File: src/read_dma_macros.svh
//**********************************************************************
// build-time constants for the read DMA subsystem
// include from any package or module that needs widths, FIFO depth
// or the throttle headroom
//**********************************************************************

`ifndef READ_DMA_MACROS_SVH
`define READ_DMA_MACROS_SVH

// bus word and byte address widths
`define DMA_DATA_W 32
`define DMA_ADDR_W 32

// bytes in one bus word, also the address and length step
`define DMA_BYTES_PER_WORD (`DMA_DATA_W / 8)

// read buffer size, keep depth a power of two
`define DMA_FIFO_DEPTH 32
`define DMA_FIFO_DEPTH_LOG2 5

// words of headroom left free for reads posted while the
// registered throttle decision catches up
`define DMA_THROTTLE_MARGIN 4

`endif

File: src/bus_pkg.sv
//**********************************************************************
// memory bus types for the pipelined read bus
// request struct is driven by the read master, response struct by
// the slave; import with a wildcard in the module header
//**********************************************************************

`include "read_dma_macros.svh"

package bus_pkg;

	// one data word on the bus
	typedef logic [`DMA_DATA_W-1:0] dma_data_t;

	// byte address, always word aligned in this design
	typedef logic [`DMA_ADDR_W-1:0] dma_addr_t;

	// one enable bit per byte lane
	typedef logic [`DMA_BYTES_PER_WORD-1:0] dma_be_t;

	// words held in the read buffer, one extra bit so full fits
	typedef logic [`DMA_FIFO_DEPTH_LOG2:0] fifo_level_t;

	// master to slave
	typedef struct packed {
		dma_addr_t address;     // held while waitrequest is high
		logic      read;        // request a word
		dma_be_t   byteenable;  // all lanes, word reads only
	} bus_req_t;

	// slave to master
	typedef struct packed {
		dma_data_t readdata;       // valid with readdatavalid
		logic      readdatavalid;  // one pulse per accepted read, in order
		logic      waitrequest;    // stalls the current request
	} bus_rsp_t;

endpackage

File: src/job_pkg.sv
//**********************************************************************
// job level types: the start command, the checksum result and the
// consumer state machine encoding
// depends on bus_pkg for the address and data vectors
//**********************************************************************

`include "read_dma_macros.svh"

package job_pkg;

	import bus_pkg::*;

	// transfer length in bytes, multiple of the word size
	typedef logic [`DMA_ADDR_W-1:0] dma_len_t;

	// start of a job, sampled only while the subsystem is done
	typedef struct packed {
		logic      go;              // single cycle start pulse
		dma_addr_t base;            // word aligned first address
		dma_len_t  length;          // bytes to read
		logic      fixed_location;  // reread base for every word
	} job_cmd_t;

	// what the consumer reports at the end of a job
	typedef struct packed {
		dma_data_t sum;         // running sum mod 2^32
		dma_data_t xor_all;     // xor of every word
		dma_len_t  word_count;  // words consumed
	} job_result_t;

	// consumer FSM
	typedef enum logic {
		IDLE,  // waiting for go, result stable
		RUN    // draining the buffer for the current job
	} sink_state_t;

endpackage

File: src/showahead_fifo.sv
//**********************************************************************
// synchronous show-ahead FIFO for returned read data
// head is the oldest word and is valid whenever empty is low; pop
// drops it at the clock edge. used feeds the master's throttle
//**********************************************************************

`timescale 1ns/1ps
`include "read_dma_macros.svh"

module showahead_fifo import bus_pkg::*;
(
	input  logic        clk,
	input  logic        reset,
	input  logic        push,       // write push_data this edge
	input  dma_data_t   push_data,
	input  logic        pop,        // drop head this edge
	output dma_data_t   head,       // oldest word, combinational
	output logic        empty,
	output fifo_level_t used        // words currently stored
);

	typedef logic [`DMA_FIFO_DEPTH_LOG2-1:0] fifo_ptr_t;

	dma_data_t   mem [`DMA_FIFO_DEPTH];  // storage, no reset needed
	fifo_ptr_t   wr_ptr;
	fifo_ptr_t   rd_ptr;
	fifo_level_t count;
	logic        full;

	// storage write, pointers wrap on their own since depth is 2^n
	always_ff @(posedge clk)
	begin
		if (push)
			mem[wr_ptr] <= push_data;
	end

	always_ff @(posedge clk or posedge reset)
	begin
		if (reset)
		begin
			wr_ptr <= '0;
			rd_ptr <= '0;
			count  <= '0;
		end
		else
		begin
			if (push)
				wr_ptr <= wr_ptr + 1'b1;
			if (pop)
				rd_ptr <= rd_ptr + 1'b1;
			// count only moves when one side is active alone
			case ({push, pop})
				2'b10:   count <= count + 1'b1;
				2'b01:   count <= count - 1'b1;
				default: count <= count;
			endcase
		end
	end

	assign head  = mem[rd_ptr];  // show-ahead read port
	assign empty = (count == '0);
	assign full  = (count == fifo_level_t'(`DMA_FIFO_DEPTH));
	assign used  = count;

	// the master's throttle must keep the buffer from ever overflowing
	a_no_overflow: assert property (@(posedge clk) disable iff (reset)
		full |-> !push)
		else $error("push into a full FIFO");

	// consumer may only pop what is there
	a_no_underflow: assert property (@(posedge clk) disable iff (reset)
		empty |-> !pop)
		else $error("pop from an empty FIFO");

endmodule

File: src/latency_aware_read_master.sv
//**********************************************************************
// read master for the pipelined memory bus
// loads base and length on go, posts word reads until the length is
// used up, counts reads still in flight and throttles itself so that
// buffered plus pending words stay within the FIFO
//**********************************************************************

`timescale 1ns/1ps
`include "read_dma_macros.svh"

module latency_aware_read_master import bus_pkg::*, job_pkg::*;
(
	input  logic        clk,
	input  logic        reset,
	input  job_cmd_t    cmd,          // go already qualified by done
	output bus_req_t    bus_req,
	input  bus_rsp_t    bus_rsp,
	input  fifo_level_t fifo_used,    // words waiting in the buffer
	output logic        master_idle   // length spent and nothing in flight
);

	dma_addr_t   address;
	dma_len_t    length;                   // bytes left to request
	logic        fixed;                    // latched fixed_location
	fifo_level_t reads_pending;            // accepted but not returned
	logic        throttle_q;               // registered throttle decision
	logic        wait_hold;                // read was stalled last cycle
	logic        read;
	logic        accept;                   // read taken by the slave
	logic        too_many;
	logic [`DMA_FIFO_DEPTH_LOG2+1:0] in_flight;  // used plus pending

	// a stalled read stays up even if the throttle trips meanwhile,
	// the margin absorbs that one extra word
	assign read   = (length != '0) & (!throttle_q | wait_hold);
	assign accept = read & !bus_rsp.waitrequest;

	always_comb
	begin
		bus_req.address    = address;
		bus_req.read       = read;
		bus_req.byteenable = '1;  // word reads only
	end

	// address and length counters
	always_ff @(posedge clk or posedge reset)
	begin
		if (reset)
		begin
			address <= '0;
			length  <= '0;
			fixed   <= 1'b0;
		end
		else if (cmd.go)
		begin
			address <= cmd.base;
			length  <= cmd.length;
			fixed   <= cmd.fixed_location;
		end
		else if (accept)
		begin
			if (!fixed)
				address <= address + dma_addr_t'(`DMA_BYTES_PER_WORD);
			length <= length - dma_len_t'(`DMA_BYTES_PER_WORD);
		end
	end

	// pending counter, a read in and a read out cancel
	always_ff @(posedge clk or posedge reset)
	begin
		if (reset)
			reads_pending <= '0;
		else
		begin
			case ({accept, bus_rsp.readdatavalid})
				2'b10:   reads_pending <= reads_pending + 1'b1;
				2'b01:   reads_pending <= reads_pending - 1'b1;
				default: reads_pending <= reads_pending;
			endcase
		end
	end

	assign in_flight = fifo_used + reads_pending;
	assign too_many  = in_flight >= (`DMA_FIFO_DEPTH - `DMA_THROTTLE_MARGIN);

	// throttle lags one cycle, keeps the compare off the read path
	always_ff @(posedge clk or posedge reset)
	begin
		if (reset)
		begin
			throttle_q <= 1'b0;
			wait_hold  <= 1'b0;
		end
		else
		begin
			throttle_q <= too_many;
			wait_hold  <= read & bus_rsp.waitrequest;
		end
	end

	assign master_idle = (length == '0) & (reads_pending == '0);

	// jobs must be whole words from an aligned base
	a_go_aligned: assert property (@(posedge clk) disable iff (reset)
		cmd.go |-> ((cmd.length % `DMA_BYTES_PER_WORD) == 0) &&
			((cmd.base % `DMA_BYTES_PER_WORD) == 0))
		else $error("go with unaligned base or length");

	a_pending_bound: assert property (@(posedge clk) disable iff (reset)
		reads_pending <= fifo_level_t'(`DMA_FIFO_DEPTH))
		else $error("more reads in flight than the FIFO can hold");

	// bus rule, a waited request holds read and address
	a_addr_hold: assert property (@(posedge clk) disable iff (reset)
		(read && bus_rsp.waitrequest) |=> (read && $stable(address)))
		else $error("request changed while waitrequest was high");

endmodule

File: src/stream_checksum.sv
//**********************************************************************
// consumer of the read buffer
// pops the FIFO head while drain_enable is high and folds every word
// into a running sum, xor and count; goes idle once the master has
// finished and the buffer is empty
//**********************************************************************

`timescale 1ns/1ps

module stream_checksum import bus_pkg::*, job_pkg::*;
(
	input  logic        clk,
	input  logic        reset,
	input  logic        go,            // qualified job start
	input  dma_data_t   head,          // show-ahead FIFO output
	input  logic        empty,
	input  logic        drain_enable,  // external flow control
	input  logic        master_idle,
	output logic        pop,
	output job_result_t result,
	output logic        idle
);

	sink_state_t state;
	job_result_t acc;  // accumulators that also form the reported result

	// only drain during a job
	assign pop = (state == RUN) & !empty & drain_enable;

	always_ff @(posedge clk or posedge reset)
	begin
		if (reset)
		begin
			state <= IDLE;
			acc   <= '0;
		end
		else
		begin
			case (state)
				IDLE:
				begin
					if (go)
					begin
						acc   <= '0;  // fresh totals per job
						state <= RUN;
					end
				end
				RUN:
				begin
					if (pop)
					begin
						acc.sum        <= acc.sum + head;  // wraps mod 2^32
						acc.xor_all    <= acc.xor_all ^ head;
						acc.word_count <= acc.word_count + 1'b1;
					end
					// a word landing this edge keeps empty low next cycle
					if (master_idle && empty)
						state <= IDLE;
				end
				default: state <= IDLE;
			endcase
		end
	end

	assign result = acc;
	assign idle   = (state == IDLE);

endmodule

File: src/read_dma_top.sv
//**********************************************************************
// read DMA subsystem top level
// a go pulse while done is high starts a job; the master reads the
// bus into the FIFO and the checksum consumer drains it. result is
// valid while done is high and holds until the next go
//**********************************************************************

`timescale 1ns/1ps

module read_dma_top import bus_pkg::*, job_pkg::*;
(
	input  logic        clk,
	input  logic        reset,
	input  job_cmd_t    cmd,
	output bus_req_t    bus_req,
	input  bus_rsp_t    bus_rsp,
	input  logic        drain_enable,
	output job_result_t result,
	output logic        done
);

	job_cmd_t    job;          // cmd with go masked by done
	logic        master_idle;
	logic        fifo_empty;
	logic        fifo_pop;
	dma_data_t   fifo_head;
	fifo_level_t fifo_used;
	logic        sink_idle;

	// go is ignored while a job is still running
	always_comb
	begin
		job    = cmd;
		job.go = cmd.go & done;
	end

	latency_aware_read_master u_master (
		.clk         (clk),
		.reset       (reset),
		.cmd         (job),
		.bus_req     (bus_req),
		.bus_rsp     (bus_rsp),
		.fifo_used   (fifo_used),
		.master_idle (master_idle)
	);

	// every returned word goes straight in
	showahead_fifo u_fifo (
		.clk       (clk),
		.reset     (reset),
		.push      (bus_rsp.readdatavalid),
		.push_data (bus_rsp.readdata),
		.pop       (fifo_pop),
		.head      (fifo_head),
		.empty     (fifo_empty),
		.used      (fifo_used)
	);

	stream_checksum u_sink (
		.clk          (clk),
		.reset        (reset),
		.go           (job.go),
		.head         (fifo_head),
		.empty        (fifo_empty),
		.drain_enable (drain_enable),
		.master_idle  (master_idle),
		.pop          (fifo_pop),
		.result       (result),
		.idle         (sink_idle)
	);

	// all reads back, buffer drained, consumer finished
	assign done = master_idle & fifo_empty & sink_idle;

endmodule

File: config.mk
export PLATFORM = sky130hd
export DESIGN_NAME = read_dma_top
export DESIGN_NICKNAME = d
export VERILOG_FILES = /design/src/bus_pkg.sv /design/src/job_pkg.sv /design/src/showahead_fifo.sv /design/src/latency_aware_read_master.sv /design/src/stream_checksum.sv /design/src/read_dma_top.sv
export VERILOG_INCLUDE_DIRS = /design/src
export SDC_FILE = /design/constraint.sdc
export NUM_CORES = 2
export LEC_CHECK = 0
export BUFFER_PORTS_ARGS = -buffer_cell sky130_fd_sc_hd__buf_2
export CAP_MARGIN = 0
export CORE_MARGIN = 2
export CORE_UTILIZATION = 51
export CTS_BUF_LIST = sky130_fd_sc_hd__clkbuf_4 sky130_fd_sc_hd__clkbuf_8 sky130_fd_sc_hd__clkbuf_16
export CTS_CLUSTER_SIZE = 24
export DETAILED_ROUTE_END_ITERATION = 8
export PLACE_DENSITY = 0.8
export REMOVE_ABC_BUFFERS = 1
export SETUP_SLACK_MARGIN = 0.15
export SYNTH_ARGS = -nofsm -noshare
export SYNTH_HDL_FRONTEND = slang
export SYNTH_SLANG_ARGS = --single-unit
File: constraint.sdc
create_clock -name clk -period 6.55 [get_ports clk]
set_input_delay 0.655 -clock clk [delete_from_list [all_inputs] [get_ports clk]]
set_output_delay 0.655 -clock clk [all_outputs]
set_load 0.01 [all_outputs]
==> results.md <==
- The clock-pin slew on the worst setup and hold paths is 70 ps.
- Counting flops with a built-in enable in the synthesized netlist gives 1,024.
- After the first detailed-routing iteration, the DRC count stood at 3,885.
- The starting density of the core is 51.2%.
- The number of hold-slack violations in the final timing report came to 0.
- The fraction of layout instances using a drive strength above 1 is 29.6%.
- The clock net sink count is 1,210.
- In this run the vertical extent of the chip is 315 µm.
- Yosys attributes the largest share of cell area to edfxtp_1, mux4_2, dfrtp_1.
- The fill cell instance count of the final layout is 6,677.
- The clock reaches the later pin of the worst-skew pair after 680 ps.
- The highest net fanout along the worst path is 24.
- The setup slack of the critical path after layout is 894 ps.
- The number of max-slew violations in the final report is 0.
- Using the TritonRoute via totals, the vias-per-cell ratio works out to 6.49.
- Post-CTS timing repair inserted 0 buffers for setup.
- Measured in cells, the most critical reg-to-reg path has a length of 16.
- At the worst endpoint, the arrival time is 6190 ps.
- During synthesis, Yosys emitted a total of 0 warnings.
- For this run, the register share of the synthesized area comes to 71.7%.
- The area added between synthesis and finish is 14.0%.
- The initial antenna violation count came to 7.
- Before CTS, the worst setup slack after placement is 1100 ps.
- The placeable core area is 0.0964 mm².
- The deepest level of the CTS H-tree is 3.
- The die is 315 µm wide.
- The summed instance area of the synthesized netlist is 0.0494 mm².
- Once placement completed, the tool counted placed cells totaling 4,108.
- The headroom to the max-slew limit is 21.8%.
- The post-detailed-placement half-perimeter wirelength is 74,900 µm.
- The maximum clock insertion buffer count is 3.
- Global routing used 27.0% of the available tracks.
- The aggregate negative setup slack is 0 ps.
- The overall routed net length is 135,000 µm.
- The leading cell type by number of instances after synthesis is edfxtp_1.
- Data on the critical path is required at its endpoint by 7080 ps.
- Setup repair after global routing left no endpoint under its margin.
- After the flow finishes, the layout carries non-filler instances totaling 4,323.
- After synthesis, the most frequently instantiated cells are edfxtp_1, mux4_2, dfrtp_1.
- The quantity of hold-fixing buffers added after cts is 0.
- The number of clock buffers added by TritonCTS is 114.
- The count of input and output buffers is 232.
- In this run the critical register-to-register path is launched from u_fifo.rd_ptr[0].
- Routability-driven placement finished with a final weighted congestion of 0.922.
- The per-cell routed wire length is 31.2 µm.
- In the final design database the tool counted 3,111 nets.
- Summed over its instances, the top area cell type makes up 62.2% of the synthesized netlist area.
- The detailed-routing iteration count for the pre-antenna-repair pass is 6.
- Summing all flip-flop and latch instances after layout gives 0.0354 mm².
- In this run the mean area of a mapped cell was 18.6 µm².
- The TritonCTS clock tree is built.
- The area of the multi-input gates is 0.0136 mm².
- The count of mapped cells out of synthesis is 2,662.
- The floorplan step defined a die boundary enclosing 0.0994 mm².
- The number of placement rows is 114.
- Summed over all cells, the static leakage comes to 0.0194 µW.
- The number of flip-flops and latches in the synthesized netlist is 1,210.
- The number of top-level pins is 237.
- For this run the aggregate overflow at the end of global routing stands at 0.
- The total via count after detailed routing is 28,058.
- The most used flip-flop cell after synthesis is edfxtp_1.
- The final-layout worst hold slack is 156 ps.
- After layout, the worst path uses 86.4% of the clock period.
- Setup violations remaining at the end of the flow were counted as 0.
- The register-to-register setup slack is 890 ps.
- The count of instances resized after the clock tree is built is 0.
- The maximum operating frequency is 0.177 GHz.
- STA classifies the critical path startpoint as a flop.
- The residual DRC count is 0.
- The clock period minus worst slack is 5660 ps.
- The cell sitting at the root of the clock tree is a clkbuf_16.
- The run finished with clean final reports.
- The biggest area contributor in the post-synthesis netlist is edfxtp_1.
- The fraction of synthesis flops using an asynchronous set or reset pin is 15.4%.
- In this run the worst hold path is classified as input port to async pin.
- For this design the ratio of total power to cell area is 453 mW/mm².
- STA classifies the critical path endpoint as a flop.
- The wire length of the first global-routing pass is 194,000 µm.
- The worst setup path category is flop to flop.
- The via count of the first global-routing pass came to 28,364.
- The maximum vdd ir drop is 0.275 mV.
- The netlist uses 67 different library cells.
- At the pin with the least slew margin, the transition time is 1170 ps.
- The endpoint identified for the worst register-to-register timing path is u_sink.result[95].
- The tool flagged a number of max-cap violations equal to 0.
- Once detail routing completed, the nets flagged for antenna violations numbered 0.
- Entering global routing, the biggest net connects 128 pins.
- The worst clock skew is 30.6 ps.
## power by group
| group | internal (µW) | switching (µW) | total (µW) |
|---|---|---|---|
| sequential | 9120 | 753 | 9880 |
| combinational | 4020 | 4870 | 8890 |
| clock | 3900 | 2850 | 6750 |
| total | 17000 | 8470 | 25500 |
## logic make-up after synthesis
kind of cell | Yosys count | share of synthesized area, %
flip-flops | 1210 | 71.7
AND/OR/NAND/NOR | 499 | 4.68
multiplexers | 358 | 15.4
AO/OA/AOI/OAI | 223 | 2.72
buffers and inverters | 164 | 1.31
XOR/XNOR | 147 | 2.61
adder cells (fa/ha/maj) | 60 | 1.58
other | 1 | 0.00759
## cells in the final DEF (no fill, tap or decap), types with 7 or more instances in the layout
| master | instances |
|---|---|
| o21bai_1 | 8 |
| a221oi_1 | 7 |
| nand3_1 | 62 |
| o21ai_0 | 84 |
| a21oi_1 | 60 |
| buf_2 | 232 |
| a31oi_1 | 10 |
| nor2_1 | 117 |
| o21a_1 | 7 |
| and4_1 | 7 |
| or3_1 | 11 |
| mux4_2 | 320 |
| nor2_4 | 32 |
| a21o_1 | 14 |
| dfrtp_1 | 181 |
| xor2_1 | 89 |
| clkbuf_4 | 29 |
| clkinv_1 | 19 |
| buf_4 | 57 |
| clkinv_2 | 19 |
| and2_1 | 7 |
| inv_1 | 32 |
| nand4_1 | 22 |
| buf_12 | 7 |
| edfxtp_1 | 1024 |
| and3_1 | 24 |
| nand2_1 | 158 |
| xnor2_1 | 58 |
| bufinv_16 | 11 |
| nor3_1 | 16 |
| ha_1 | 56 |
| mux2_2 | 33 |
| clkbuf_16 | 118 |
## flip-flops by register name, summed over array words and instances (netlist names)
signal / flops
u_master.wait_hold: 1
u_master.throttle_q: 1
u_fifo.wr_ptr: 5
u_master.address: 32
u_master.reads_pending: 6
u_master.length: 32
u_master.fixed: 1
u_fifo.used: 6
u_fifo.rd_ptr: 5
u_fifo.mem: 1024
u_sink.result: 96
u_sink.state: 1
## area by class of cell
type / instances / share of cell area, %
Sequential cell: 1210 / 62.9
Tap cell: 1276 / 2.83
Antenna cell: 4 / 0.0178
Clock buffer: 152 / 5.75
Multi-Input combinational cell: 1291 / 24.2
Inverter: 35 / 0.247
Timing Repair Buffer: 296 / 3.07
Clock inverter: 59 / 1.03
## per-stage QoR
step	util [%]	cell area (µm²)	power, µW
floorplan	-	48900	16300
global placement	54.5	52500	18200
detailed placement	54.5	52500	18600
CTS	58.4	56300	25500
global route	58.4	56300	26400
finish	58.4	56300	25500
## routing by layer
metal / global-route usage (%) / share of wire, %
met3: 5.66 / 11
met2: 45.2 / 50
met1: 34.3 / 34
met5: 0 / 0.050
met4: 12.1 / 4.8
## critical path, cell delays in order, from the launching register on
cell and delay [ps]:
dfrtp_4 780, buf_4 440, mux4_2 580, mux4_2 470, mux2i_1 160, buf_4 220
inv_1 60, ha_1 290, a211oi_1 320, nor3_1 120, o21ai_0 660, a31oi_1 270
a31oi_1 280, o21bai_1 140, or4_1 490, nand4_1 110, nand3_1 80
## worst max path at each step
| stage | cells after the start | to | from |
|---|---|---|---|
| after floorplan | 13 | u_sink.result[95] | u_fifo.rd_ptr[0] |
| after global placement | 14 | u_sink.result[95] | u_fifo.rd_ptr[0] |
| after detailed placement | 14 | u_sink.result[95] | u_fifo.rd_ptr[0] |
| after CTS | 16 | u_sink.result[95] | u_fifo.rd_ptr[0] |
| after global routing | 16 | u_sink.result[95] | u_fifo.rd_ptr[0] |
| final | 16 | u_sink.result[95] | u_fifo.rd_ptr[0] |
Power figures use the tool's default switching activity.
